<file path="config.mk">
export PLATFORM = sky130hd
export DESIGN_NAME = rv_core
export DESIGN_NICKNAME = d
export VERILOG_FILES = /design/src/rv_isa_pkg.sv /design/src/core_pipe_pkg.sv /design/src/alu.sv /design/src/bru.sv /design/src/committer.sv /design/src/decoder.sv /design/src/fetch_unit.sv /design/src/regfile.sv /design/src/rv_core.sv
export SDC_FILE = /design/constraint.sdc
export NUM_CORES = 2
export LEC_CHECK = 0
export ABC_AREA = 1
export BUFFER_PORTS_ARGS = -buffer_cell sky130_fd_sc_hd__buf_2
export CAP_MARGIN = 10
export CORE_MARGIN = 4
export CORE_UTILIZATION = 35
export DETAILED_ROUTE_END_ITERATION = 10
export PLACE_DENSITY_LB_ADDON = 0.1
export SETUP_SLACK_MARGIN = 0.15
export SLEW_MARGIN = 30
export SYNTH_ARGS = -nofsm -noshare
export SYNTH_HDL_FRONTEND = slang
export SYNTH_SLANG_ARGS = --single-unit
</file>
<file path="constraint.sdc">
create_clock -name clk -period 5.25 [get_ports clk]
set_input_delay 0.525 -clock clk [delete_from_list [all_inputs] [get_ports clk]]
set_output_delay 0.525 -clock clk [all_outputs]
set_load 0.05 [all_outputs]
</file>
<file path="src/rv_isa_pkg.sv">
// RV32I integer subset only: no loads, stores, CSRs, fences or system opcodes
package rv_isa_pkg;

  localparam int XLEN = 32;

  typedef logic [XLEN-1:0] word_t;
  typedef logic [4:0]      reg_idx_t;
  typedef logic [6:0]      opcode_t;

  // Major opcodes, instr[6:0]
  localparam opcode_t OPC_OP     = 7'b0110011;
  localparam opcode_t OPC_OP_IMM = 7'b0010011;
  localparam opcode_t OPC_LUI    = 7'b0110111;
  localparam opcode_t OPC_AUIPC  = 7'b0010111;
  localparam opcode_t OPC_JAL    = 7'b1101111;
  localparam opcode_t OPC_JALR   = 7'b1100111;
  localparam opcode_t OPC_BRANCH = 7'b1100011;

  typedef enum logic [3:0] {
    ADD,
    SUB,
    SLL,
    SLT,
    SLTU,
    XOR,
    SRL,
    SRA,
    OR,
    AND,
    PASS_B
  } alu_op_t;

  typedef enum logic [2:0] {
    BEQ,
    BNE,
    BLT,
    BGE,
    BLTU,
    BGEU,
    JAL,
    JALR
  } bru_op_t;

  typedef enum logic {
    UNIT_ALU,
    UNIT_BRU
  } exec_unit_t;

endpackage

</file>
<file path="src/core_pipe_pkg.sv">
// Stage payloads of the in-order core; RESET_VECTOR must be word aligned
package core_pipe_pkg;

  import rv_isa_pkg::*;

  localparam word_t RESET_VECTOR = 32'h0000_0100;

  typedef struct packed {
    word_t addr;
  } fetch_req_t;

  typedef struct packed {
    word_t pc;
    word_t instr;
  } ifid_t;

  typedef struct packed {
    word_t      pc;
    exec_unit_t unit;
    alu_op_t    alu_op;
    bru_op_t    bru_op;
    reg_idx_t   rs1;
    reg_idx_t   rs2;
    reg_idx_t   rd;
    word_t      imm;
    logic       use_imm;
    logic       use_pc;
    logic       writes_rd;
  } idrf_t;

  typedef struct packed {
    word_t    pc;
    reg_idx_t rd;
    logic     writes_rd;
    alu_op_t  alu_op;
    word_t    a;
    word_t    b;
  } alu_in_t;

  typedef struct packed {
    word_t    pc;
    reg_idx_t rd;
    logic     writes_rd;
    bru_op_t  bru_op;
    word_t    rs1_val;
    word_t    rs2_val;
    word_t    imm;
  } bru_in_t;

  // Unit result, also the commit trace entry
  typedef struct packed {
    word_t    pc;
    reg_idx_t rd;
    logic     writes_rd;
    word_t    value;
  } wb_t;

  typedef struct packed {
    word_t target;
    logic  taken;
  } redirect_t;

endpackage

</file>
<file path="src/alu.sv">
// Always ready; one result per accepted op exactly one cycle later, shifts use b[4:0]
module alu
  import rv_isa_pkg::*;
  import core_pipe_pkg::*;
(
  input  logic    clk,
  input  logic    reset,
  input  logic    in_valid,
  output logic    in_ready,
  input  alu_in_t in,
  output logic    out_valid,
  output wb_t     out
);

  word_t      result;
  logic [4:0] shamt;

  assign in_ready = 1'b1;
  assign shamt    = in.b[4:0];

  always_comb begin
    case (in.alu_op)
      ADD:     result = in.a + in.b;
      SUB:     result = in.a - in.b;
      SLL:     result = in.a << shamt;
      SLT:     result = {{(XLEN-1){1'b0}}, $signed(in.a) < $signed(in.b)};
      SLTU:    result = {{(XLEN-1){1'b0}}, in.a < in.b};
      XOR:     result = in.a ^ in.b;
      SRL:     result = in.a >> shamt;
      SRA:     result = word_t'($signed(in.a) >>> shamt);
      OR:      result = in.a | in.b;
      AND:     result = in.a & in.b;
      default: result = in.b;
    endcase
  end

  always_ff @(posedge clk) begin
    if (reset) begin
      out_valid <= 1'b0;
    end else begin
      out_valid <= in_valid && in_ready;
    end
  end

  always_ff @(posedge clk) begin
    if (in_valid && in_ready) begin
      out.pc        <= in.pc;
      out.rd        <= in.rd;
      out.writes_rd <= in.writes_rd;
      out.value     <= result;
    end
  end

endmodule

</file>
<file path="src/bru.sv">
// Always ready; resolves one branch or jump per cycle, no misaligned-target trap
module bru
  import rv_isa_pkg::*;
  import core_pipe_pkg::*;
(
  input  logic      clk,
  input  logic      reset,
  input  logic      in_valid,
  output logic      in_ready,
  input  bru_in_t   in,
  output logic      out_valid,
  output wb_t       out,
  output redirect_t redirect
);

  logic  taken;
  word_t jalr_sum;
  word_t target;

  assign in_ready = 1'b1;
  assign jalr_sum = in.rs1_val + in.imm;
  assign target   = (in.bru_op == JALR) ? {jalr_sum[XLEN-1:1], 1'b0} : in.pc + in.imm;

  always_comb begin
    case (in.bru_op)
      BEQ:     taken = (in.rs1_val == in.rs2_val);
      BNE:     taken = (in.rs1_val != in.rs2_val);
      BLT:     taken = ($signed(in.rs1_val) < $signed(in.rs2_val));
      BGE:     taken = ($signed(in.rs1_val) >= $signed(in.rs2_val));
      BLTU:    taken = (in.rs1_val < in.rs2_val);
      BGEU:    taken = (in.rs1_val >= in.rs2_val);
      default: taken = 1'b1;
    endcase
  end

  always_ff @(posedge clk) begin
    if (reset) begin
      out_valid <= 1'b0;
    end else begin
      out_valid <= in_valid && in_ready;
    end
  end

  always_ff @(posedge clk) begin
    if (in_valid && in_ready) begin
      out.pc          <= in.pc;
      out.rd          <= in.rd;
      out.writes_rd   <= in.writes_rd;
      // Link value
      out.value       <= in.pc + word_t'(4);
      redirect.target <= target;
      redirect.taken  <= taken;
    end
  end

endmodule

</file>
<file path="src/committer.sv">
// Purely combinational; relies on in-order issue so at most one unit result arrives per cycle
module committer
  import rv_isa_pkg::*;
  import core_pipe_pkg::*;
(
  input  logic      alu_valid,
  input  wb_t       alu,
  input  logic      bru_valid,
  input  wb_t       bru,
  input  redirect_t redirect,
  output logic      wb_valid,
  output wb_t       wb,
  output logic      commit_valid,
  output wb_t       commit,
  output logic      invalidate,
  output word_t     redirect_pc
);

  wb_t  retired;
  logic retire;

  always_comb begin
    retire  = alu_valid || bru_valid;
    retired = bru_valid ? bru : alu;
  end

  // Register write port
  assign wb_valid = retire;
  assign wb       = retired;

  // Trace of every retired instruction
  assign commit_valid = retire;
  assign commit       = retired;

  // Taken branch or jump flushes everything younger
  assign invalidate  = bru_valid && redirect.taken;
  assign redirect_pc = redirect.target;

endmodule

</file>
<file path="src/decoder.sv">
// Unsupported encodings decode as ALU ops with writes_rd low; writes to x0 are reported as no write
module decoder
  import rv_isa_pkg::*;
  import core_pipe_pkg::*;
(
  input  logic  clk,
  input  logic  reset,
  input  logic  in_valid,
  output logic  in_ready,
  input  ifid_t in,
  output logic  out_valid,
  input  logic  out_ready,
  output idrf_t out,
  input  logic  invalidate
);

  opcode_t    opcode;
  logic [2:0] funct3;
  logic       alt;
  word_t      imm_i;
  word_t      imm_u;
  word_t      imm_b;
  word_t      imm_j;
  idrf_t      dec;
  logic       in_fire;

  function automatic alu_op_t alu_op_of(logic [2:0] f3, logic alt_bit, logic is_reg);
    case (f3)
      3'b000:  return (is_reg && alt_bit) ? SUB : ADD;
      3'b001:  return SLL;
      3'b010:  return SLT;
      3'b011:  return SLTU;
      3'b100:  return XOR;
      3'b101:  return alt_bit ? SRA : SRL;
      3'b110:  return OR;
      default: return AND;
    endcase
  endfunction

  assign opcode = in.instr[6:0];
  assign funct3 = in.instr[14:12];
  assign alt    = in.instr[30];

  assign imm_i = {{20{in.instr[31]}}, in.instr[31:20]};
  assign imm_u = {in.instr[31:12], 12'b0};
  assign imm_b = {{19{in.instr[31]}}, in.instr[31], in.instr[7], in.instr[30:25],
                  in.instr[11:8], 1'b0};
  assign imm_j = {{11{in.instr[31]}}, in.instr[31], in.instr[19:12], in.instr[20],
                  in.instr[30:21], 1'b0};

  always_comb begin
    dec        = '0;
    dec.pc     = in.pc;
    dec.unit   = UNIT_ALU;
    dec.alu_op = ADD;
    dec.bru_op = BEQ;
    dec.rs1    = in.instr[19:15];
    dec.rs2    = in.instr[24:20];
    dec.rd     = in.instr[11:7];
    dec.imm    = imm_i;
    case (opcode)
      OPC_OP: begin
        dec.alu_op    = alu_op_of(funct3, alt, 1'b1);
        dec.writes_rd = 1'b1;
      end
      OPC_OP_IMM: begin
        dec.alu_op    = alu_op_of(funct3, alt, 1'b0);
        dec.rs2       = '0;
        dec.use_imm   = 1'b1;
        dec.writes_rd = 1'b1;
      end
      OPC_LUI, OPC_AUIPC: begin
        dec.alu_op    = (opcode == OPC_LUI) ? PASS_B : ADD;
        dec.rs1       = '0;
        dec.rs2       = '0;
        dec.imm       = imm_u;
        dec.use_imm   = 1'b1;
        dec.use_pc    = (opcode == OPC_AUIPC);
        dec.writes_rd = 1'b1;
      end
      OPC_JAL, OPC_JALR: begin
        dec.unit      = UNIT_BRU;
        dec.bru_op    = (opcode == OPC_JAL) ? JAL : JALR;
        dec.rs1       = (opcode == OPC_JAL) ? reg_idx_t'(0) : in.instr[19:15];
        dec.rs2       = '0;
        dec.imm       = (opcode == OPC_JAL) ? imm_j : imm_i;
        dec.writes_rd = 1'b1;
      end
      OPC_BRANCH: begin
        dec.unit = UNIT_BRU;
        dec.rd   = '0;
        dec.imm  = imm_b;
        case (funct3)
          3'b000:  dec.bru_op = BEQ;
          3'b001:  dec.bru_op = BNE;
          3'b100:  dec.bru_op = BLT;
          3'b101:  dec.bru_op = BGE;
          3'b110:  dec.bru_op = BLTU;
          3'b111:  dec.bru_op = BGEU;
          default: dec.unit   = UNIT_ALU;
        endcase
      end
      default: begin
        dec.rs1 = '0;
        dec.rs2 = '0;
        dec.rd  = '0;
      end
    endcase
    if (dec.rd == '0) begin
      dec.writes_rd = 1'b0;
    end
  end

  assign in_ready = !out_valid || out_ready;
  assign in_fire  = in_valid && in_ready;

  always_ff @(posedge clk) begin
    if (reset || invalidate) begin
      out_valid <= 1'b0;
    end else if (in_fire) begin
      out_valid <= 1'b1;
    end else if (out_ready) begin
      out_valid <= 1'b0;
    end
  end

  always_ff @(posedge clk) begin
    if (in_fire) begin
      out <= dec;
    end
  end

endmodule

</file>
<file path="src/fetch_unit.sv">
// Single outstanding fetch; the memory must answer each request exactly once, a cycle or more later
module fetch_unit
  import rv_isa_pkg::*;
  import core_pipe_pkg::*;
(
  input  logic  clk,
  input  logic  reset,
  output logic  imem_req,
  output word_t imem_addr,
  input  logic  imem_rsp,
  input  word_t imem_data,
  output logic  out_valid,
  input  logic  out_ready,
  output ifid_t out,
  input  logic  invalidate,
  input  word_t redirect_pc
);

  word_t      pc_q;
  fetch_req_t pend_q;
  logic       busy_q;
  logic       stale_q;
  logic       drop_rsp;
  logic       take_rsp;
  logic       slot_free;

  assign imem_addr = pc_q;
  // Response to a request made before the last flush
  assign drop_rsp  = imem_rsp && (stale_q || invalidate);
  assign take_rsp  = imem_rsp && busy_q && !drop_rsp;
  // Buffer empty or draining, so the next response has room
  assign slot_free = invalidate || !out_valid || out_ready;

  always_ff @(posedge clk) begin
    if (reset) begin
      pc_q      <= RESET_VECTOR;
      imem_req  <= 1'b0;
      busy_q    <= 1'b0;
      stale_q   <= 1'b0;
      out_valid <= 1'b0;
    end else begin
      imem_req <= !imem_req && (!busy_q || drop_rsp) && slot_free;

      if (imem_req) begin
        busy_q <= 1'b1;
      end else if (imem_rsp) begin
        busy_q <= 1'b0;
      end

      if (invalidate && (imem_req || (busy_q && !imem_rsp))) begin
        stale_q <= 1'b1;
      end else if (imem_rsp) begin
        stale_q <= 1'b0;
      end

      if (invalidate) begin
        pc_q <= redirect_pc;
      end else if (imem_req) begin
        pc_q <= pc_q + word_t'(4);
      end

      if (invalidate) begin
        out_valid <= 1'b0;
      end else if (take_rsp) begin
        out_valid <= 1'b1;
      end else if (out_ready) begin
        out_valid <= 1'b0;
      end
    end
  end

  always_ff @(posedge clk) begin
    if (imem_req) begin
      pend_q.addr <= pc_q;
    end
    if (take_rsp) begin
      out.pc    <= pend_q.addr;
      out.instr <= imem_data;
    end
  end

endmodule

</file>
<file path="src/regfile.sv">
// Stalls on any busy source or destination; no forwarding, writes visible a cycle later
module regfile
  import rv_isa_pkg::*;
  import core_pipe_pkg::*;
(
  input  logic    clk,
  input  logic    reset,
  input  logic    in_valid,
  output logic    in_ready,
  input  idrf_t   in,
  output logic    alu_valid,
  input  logic    alu_ready,
  output alu_in_t alu,
  output logic    bru_valid,
  input  logic    bru_ready,
  output bru_in_t bru,
  input  logic    wb_valid,
  input  wb_t     wb,
  input  logic    invalidate
);

  word_t       regs [32];
  logic [31:0] busy_q;
  idrf_t       q;
  logic        valid_q;
  word_t       rs1_val;
  word_t       rs2_val;
  logic        hazard;
  logic        can_issue;
  logic        issue;

  assign rs1_val = (q.rs1 == '0) ? '0 : regs[q.rs1];
  assign rs2_val = (q.rs2 == '0) ? '0 : regs[q.rs2];

  assign hazard    = busy_q[q.rs1] || busy_q[q.rs2] || (q.writes_rd && busy_q[q.rd]);
  // Nothing issues in the flush cycle, so no wrong-path op reaches a unit
  assign can_issue = valid_q && !hazard && !invalidate;
  assign alu_valid = can_issue && (q.unit == UNIT_ALU);
  assign bru_valid = can_issue && (q.unit == UNIT_BRU);
  assign issue     = (alu_valid && alu_ready) || (bru_valid && bru_ready);
  assign in_ready  = !valid_q || issue;

  always_comb begin
    alu.pc        = q.pc;
    alu.rd        = q.rd;
    alu.writes_rd = q.writes_rd;
    alu.alu_op    = q.alu_op;
    alu.a         = q.use_pc ? q.pc : rs1_val;
    alu.b         = q.use_imm ? q.imm : rs2_val;
    bru.pc        = q.pc;
    bru.rd        = q.rd;
    bru.writes_rd = q.writes_rd;
    bru.bru_op    = q.bru_op;
    bru.rs1_val   = rs1_val;
    bru.rs2_val   = rs2_val;
    bru.imm       = q.imm;
  end

  always_ff @(posedge clk) begin
    if (reset) begin
      busy_q  <= '0;
      valid_q <= 1'b0;
    end else begin
      if (wb_valid && wb.writes_rd) begin
        busy_q[wb.rd] <= 1'b0;
      end
      if (issue && q.writes_rd && (q.rd != '0)) begin
        busy_q[q.rd] <= 1'b1;
      end
      if (invalidate) begin
        valid_q <= 1'b0;
      end else if (in_valid && in_ready) begin
        valid_q <= 1'b1;
      end else if (issue) begin
        valid_q <= 1'b0;
      end
    end
  end

  always_ff @(posedge clk) begin
    if (in_valid && in_ready) begin
      q <= in;
    end
    if (wb_valid && wb.writes_rd && (wb.rd != '0)) begin
      regs[wb.rd] <= wb.value;
    end
  end

endmodule

</file>
<file path="src/rv_core.sv">
// RV32I subset core; instruction fetch only, no data memory port, branches predicted not taken
module rv_core
  import rv_isa_pkg::*;
  import core_pipe_pkg::*;
(
  input  logic  clk,
  input  logic  reset,
  output logic  imem_req,
  output word_t imem_addr,
  input  logic  imem_rsp,
  input  word_t imem_data,
  output logic  commit_valid,
  output wb_t   commit
);

  logic      ifid_valid;
  logic      ifid_ready;
  ifid_t     ifid;
  logic      idrf_valid;
  logic      idrf_ready;
  idrf_t     idrf;
  logic      rfalu_valid;
  logic      rfalu_ready;
  alu_in_t   rfalu;
  logic      rfbru_valid;
  logic      rfbru_ready;
  bru_in_t   rfbru;
  logic      aluwb_valid;
  wb_t       aluwb;
  logic      bruwb_valid;
  wb_t       bruwb;
  redirect_t bru_redirect;
  logic      wb_valid;
  wb_t       wb;
  logic      invalidate;
  word_t     redirect_pc;

  fetch_unit fetch_unit_inst (
    .clk(clk),
    .reset(reset),
    .imem_req(imem_req),
    .imem_addr(imem_addr),
    .imem_rsp(imem_rsp),
    .imem_data(imem_data),
    .out_valid(ifid_valid),
    .out_ready(ifid_ready),
    .out(ifid),
    .invalidate(invalidate),
    .redirect_pc(redirect_pc)
  );

  decoder decoder_inst (
    .clk(clk),
    .reset(reset),
    .in_valid(ifid_valid),
    .in_ready(ifid_ready),
    .in(ifid),
    .out_valid(idrf_valid),
    .out_ready(idrf_ready),
    .out(idrf),
    .invalidate(invalidate)
  );

  regfile regfile_inst (
    .clk(clk),
    .reset(reset),
    .in_valid(idrf_valid),
    .in_ready(idrf_ready),
    .in(idrf),
    .alu_valid(rfalu_valid),
    .alu_ready(rfalu_ready),
    .alu(rfalu),
    .bru_valid(rfbru_valid),
    .bru_ready(rfbru_ready),
    .bru(rfbru),
    .wb_valid(wb_valid),
    .wb(wb),
    .invalidate(invalidate)
  );

  alu alu_inst (
    .clk(clk),
    .reset(reset),
    .in_valid(rfalu_valid),
    .in_ready(rfalu_ready),
    .in(rfalu),
    .out_valid(aluwb_valid),
    .out(aluwb)
  );

  bru bru_inst (
    .clk(clk),
    .reset(reset),
    .in_valid(rfbru_valid),
    .in_ready(rfbru_ready),
    .in(rfbru),
    .out_valid(bruwb_valid),
    .out(bruwb),
    .redirect(bru_redirect)
  );

  committer committer_inst (
    .alu_valid(aluwb_valid),
    .alu(aluwb),
    .bru_valid(bruwb_valid),
    .bru(bruwb),
    .redirect(bru_redirect),
    .wb_valid(wb_valid),
    .wb(wb),
    .commit_valid(commit_valid),
    .commit(commit),
    .invalidate(invalidate),
    .redirect_pc(redirect_pc)
  );

endmodule

</file>
## Yosys cells after proc, flatten, opt, wreduce, memory -nomap -nowiden

Memories as Yosys holds them, arrays and structs flattened. A register that Yosys moved wholly into a read port is not among the register bits.
Cells that the tools add are included.

| operators by class | value |
|---|---|
| shift operators | 3 |
| equality and inequality tests | 31 |
| add/subtract/negate cells | 6 |
| mux-type cells | 54 |
| bitwise operators | 7 |
| reduce and logical (&&, ||, !) cells | 64 |
| magnitude comparators | 12 |

Operators by type and width:

| kind | number |
|---|---|
| 2-to-1 mux 32 bit | 10 |
| case mux 32 bit (10 select lines) | 1 |
| less-than comparator 32 bit | 4 |
| adder 32 bit | 3 |
| case mux 31 bit (3 select lines) | 1 |
| 2-to-1 mux 70 bit | 1 |
| adder 32 x 3 -> 32 bit (second input constant) | 2 |
| bitwise AND 32 bit | 2 |
| greater-or-equal comparator 32 bit | 2 |
| bitwise OR 32 bit | 2 |
| case mux 4 bit (7 select lines) | 2 |
| equality test 32 bit | 1 |
| != test 32 bit | 1 |
| NOT 32 bit | 1 |
| left shift 32 x 5 -> 32 bit | 1 |
| >> shifter 32 x 5 -> 32 bit | 1 |
| >>> shifter 32 x 5 -> 32 bit | 1 |
| subtractor 32 bit | 1 |
| bitwise XOR 32 bit | 1 |
| less-than comparator 5 x 6 -> 1 bit (second input constant) | 4 |
| 2-to-1 mux 1 bit | 22 |
| equality test 3 bit (second input constant) | 7 |
| equality test 7 bit (second input constant) | 3 |
| logical AND 1 bit | 21 |
| 31 further kinds | 82 |

| storage, ports and cells | value |
|---|---|
| memories kept | 1 |
| register bits | 521 |
| RAM bits | 1024 |
| output and inout bits | 104 |
| logic and storage cells | 224 |

Memory list:

| name | depth | width | rd ports | clocked after Yosys merged registers in | wr ports | line | RTL |
|---|---|---|---|---|---|---|---|
| regfile_inst.regs | 32 | 32 | 2 | 2 | 1 | regfile.sv:22 | `word_t regs [32];` |

## Longest topological paths before layout

| logic depth | value |
|---|---|
| word-level depth | 13 |
| depth in mapped cells | 38 |

## By module

A second synthesis with hierarchy kept.

| second synthesis, totals | value |
|---|---|
| cell total of the unflattened synthesis | 9969 |
| area, all modules | 87694.1 sq um |

Modules (own cells, without submodules):

| module | cells each | seq. area each (sq um) | area an instance (sq um) | times used |
|---|---|---|---|---|
| regfile | 5576 | 34312.9 | 56147.6 | 1 |
| alu | 2213 | 2122.0 | 12336.8 | 1 |
| bru | 1113 | 3052.9 | 8625.8 | 1 |
| fetch_unit | 449 | 3603.5 | 5190.0 | 1 |
| decoder | 286 | 2722.6 | 3667.3 | 1 |
| committer | 332 | 0.0 | 1726.7 | 1 |

## Least setup slack after synthesis

OpenSTA, ideal clock, no wires.

| timing path | value |
|---|---|
| path type | reg2reg |
| start point | register (tool-made name) |
| end point | register alu_inst.out[21] in the netlist's numbering (data pin) |
| clock period less this slack | 4.335 ns |
| stages on the path, launching flop included | 31 |
| path buffers | 6 |
| arrival time | 4.086 ns |
| data required time | 5.001 ns |
| library setup time | 0.249 ns |
| setup slack | 0.915 ns |
| cell sequence | dfxtp_1 > buf_6 > inv_6 > buf_6 > buf_6 > buf_2 > clkbuf_1 > o21ai_0 > o221ai_1 > nand3_1 > nand3_1 > nand3_1 > o21ai_0 > inv_1 > ha_1 > clkbuf_1 > nand2_1 > nor2_1 > nand3_1 > nand2_1 > a21oi_1 > o21ai_0 > nand2_1 > nand2_1 > xor2_1 > nor2_1 > nor2_1 > nand2_1 > nand3b_1 > nand2_1 > inv_1 |

RTL lines:

| element | line | RTL |
|---|---|---|
| to (decl) | alu.sv:12 | `output wb_t out` |

==> out/qor.json <==
{
  "die_footprint_um2": 252000,
  "critical_path.max_stage_delay_ps": 480,
  "fmax_ghz": 0.201,
  "place_hpwl_um": 256000,
  "place_congestion": 1.00,
  "synthFlopType": "sky130_fd_sc_hd__edfxtp_1",
  "layout_common_cells": "2440 x sky130_fd_sc_hd__nand2_1, 1482 x sky130_fd_sc_hd__nand3_1, 1471 x sky130_fd_sc_hd__edfxtp_1",
  "cts_buffers": 180,
  "maximum_fanout_along_the_worst_path": 65,
  "nFillCells": 23400,
  "grt_pass1_vias": 74400,
  "cts.htree.levels": 4,
  "antenna_violating_nets_post_route": 0,
  "timing.critical_path.slowest_stage_cell": "sky130_fd_sc_hd__dfxtp_4",
  "die_height_um": 502,
  "hold_ws_ps": 89.1,
  "final-max-slew-violation-count": 0,
  "drive_above_1_share_pct": 15.0,
  "global_route.overflow_total": 0,
  "worst_path_most_repeated_cell": "sky130_fd_sc_hd__buf_4",
  "ys_warn_count": 0,
  "timing.clock.skew_ps": 84.3,
  "synth-edff-count": 1471,
  "grt_max_degree": 85,
  "status": "finished clean",
  "dr.first_iter.drc_count": 10800,
  "totalNegativeSetupSlack_ps": 0,
  "timing.max_cap.violations": 0,
  "layout_commonest_cell": "sky130_fd_sc_hd__nand2_1",
  "worstPathRequired_ps": 5830,
  "drc": 0,
  "dp_slack_ps": -640,
  "synth.cell_area_um2": 85300,
  "floorplan.die.width_um": 502,
  "worst_setup_hold_path_clk_slew_ps": 60,
  "deepest_clock_path_buffer_count": 3,
  "floorplan.initialDensity_pct": 35.3,
  "grt_first_pass_wirelength_um": 548000,
  "tritoncts_clock_tree": "built",
  "worstMarginPinSlew_ps": 1090,
  "drt_wl_total_um": 397000,
  "seq_area_frac_synth_pct": 53.7,
  "port-buffer-count": 138,
  "min-delay-path-class": "in2reg",
  "dpl-instance-area_um2": 95000,
  "timing.final.crit_period_ps": 4960,
  "relative_slew_margins_pct": 27.5,
  "power.density_nw_per_um2": 279,
  "ys_types": 69,
  "drt_first_pass_iters": 6,
  "synthArstFlopShare_pct": 0,
  "setup_violations": 0,
  "clk-insertion-delay-late_ps": 870,
  "root_buffer": "sky130_fd_sc_hd__clkbuf_16",
  "avgViaCountPerCell": 5.83,
  "stdcell_area_um2": 103000,
  "hold_violations": 0,
  "grt_setup_unrepaired": "true",
  "worst_setup_end_kind": "flop",
  "worst_slack_ps": 286,
  "critical_setup_path_class": "reg2reg",
  "number_of_antenna_violations_at_the_first_check_in_global_routing": 10,
  "syn_avg_cell_area_um2": 8.85,
  "timing.critical_path.buf_inv": 7,
  "clock_sink_count": 1553,
  "synthesis.instances": 9645,
  "timing.critical_path.max_delay_family": "simple AND/OR/NAND/NOR gates",
  "ioPinCount": 139,
  "rows": 180,
  "dr_total_vias": 79700,
  "yosys_register_bits": 1553,
  "area.growth.synth_to_final_pct": 20.8,
  "global_route.usage.total_pct": 30.1,
  "vdd_ir_drop_max_uv": 318,
  "final_min_period_over_clock_period_pct": 94.6,
  "power.leakage_nw": 40.2,
  "coreArea_um2": 241000,
  "worst-endpoint-arrival_ps": 5540,
  "timing.critical_path.from_type": "flop",
  "nets": 10600,
  "wl_per_cell_um": 29.1
}
-- power breakdown --
part,total (mW),switching [mW],internal [mW]
Sequential,13.6,0.0836,13.5
Clock,12.7,5.55,7.14
Combinational,2.53,1.66,0.870
Total,28.8,7.29,21.5
-- per-stage QoR --
stage / instances / utilization (%) / power (mW)
after floorplan: 9676 / - / 15.1
final: 13700 / 42.7 / 28.8
after detailed placement: 13200 / 39.3 / 16.2
after CTS: 13600 / 42.0 / 28.9
after global placement: 13200 / 39.3 / 16.2
after global routing: 13700 / 42.7 / 29.7
-- cell type report --
class                           instances  area, um2  share of cell area, %
Clock buffer                          214       4650                   4.51
Sequential cell                      1553      45800                   44.5
Antenna cell                            4       10.0                0.00971
Timing Repair inverter                  1       8.76                0.00850
Tap cell                             3185       3990                   3.87
Clock inverter                        122       1270                   1.23
Multi-Input combinational cell       7010      35300                   34.3
Timing Repair Buffer                 1085      10100                   9.75
Inverter                              494       1940                   1.88
-- timing repair --
action,CTS,global route
hold buffers,32,0
setup endpoints to repair,18,29
endpoints found under the hold margin,32,0
gates resized for setup,26,197
buffers inserted,1,33
gates cloned,1,23
pin swaps,1,27
-- registers in the layout, indices dropped and copies added (netlist names), 33 cells and up, named ones only --
signal               count
bru_inst.out            68
decoder_inst.out        90
fetch_unit_inst.out     64
alu_inst.out            70
regfile_inst.regs     1024
regfile_inst.bru        35
bru_inst.redirect       33
regfile_inst.alu        42
-- final timing paths --
kind,slack [ps],start,cells after the start,to
setup / recovery,290,flop,25,alu_inst.out[17]
hold / removal,90,imem_rsp,3,fetch_unit_inst.stale_q
setup reg to reg,290,flop,25,alu_inst.out[17]
hold reg to reg,410,fetch_unit_inst.out[37],0,decoder_inst.out[63]
-- Yosys cell counts, drive strengths merged, types with 15 or more instances --
| master | number | area [um2] |
|---|---|---|
| nand2 | 2470 | 9300 |
| nand3 | 1511 | 7640 |
| edfxtp | 1471 | 44200 |
| o21ai | 877 | 4440 |
| nor2 | 848 | 3200 |
| inv | 490 | 1850 |
| buf | 362 | 2330 |
| a21oi | 347 | 1740 |
| clkbuf | 257 | 967 |
| ha | 197 | 2460 |
| o221ai | 187 | 1640 |
| dfxtp | 82 | 1640 |
| nand4 | 77 | 482 |
| o22ai | 67 | 419 |
| nor3 | 53 | 290 |
| xor2 | 51 | 447 |
| o211ai | 45 | 343 |
| a31oi | 31 | 194 |
| or2 | 27 | 169 |
| xnor2 | 21 | 184 |
| a221oi | 20 | 175 |
| nor4 | 19 | 146 |
| a22oi | 16 | 120 |
| a21o | 15 | 113 |
-- per-layer routing --
layer / wire [um] / track usage, % / up-vias
met3: 39200 / 5.77 / 728
li1: - / - / 35300
met5: 7 / 0 / -
met2: 170000 / 45.2 / 4530
met1: 170000 / 42.9 / 39200
met4: 17400 / 11.5 / 2
-- kinds of logic after synthesis --
| group | synth area share [%] |
|---|---|
| AND/OR/NAND/NOR | 25.0 |
| AO/OA/AOI/OAI | 11.5 |
| flip-flops | 53.7 |
| buffers and inverters | 6.05 |
| adder cells (fa/ha/maj) | 2.98 |
| XOR/XNOR | 0.739 |
| other | 0.00440 |
| multiplexers | 0.0117 |
-- tightest hold or removal path, cell delays in order --
cell and delay (ps):
sky130_fd_sc_hd__buf_2 100, sky130_fd_sc_hd__inv_1 120, sky130_fd_sc_hd__a32o_1 170
Note: power is estimated with default switching activity, not from simulation.
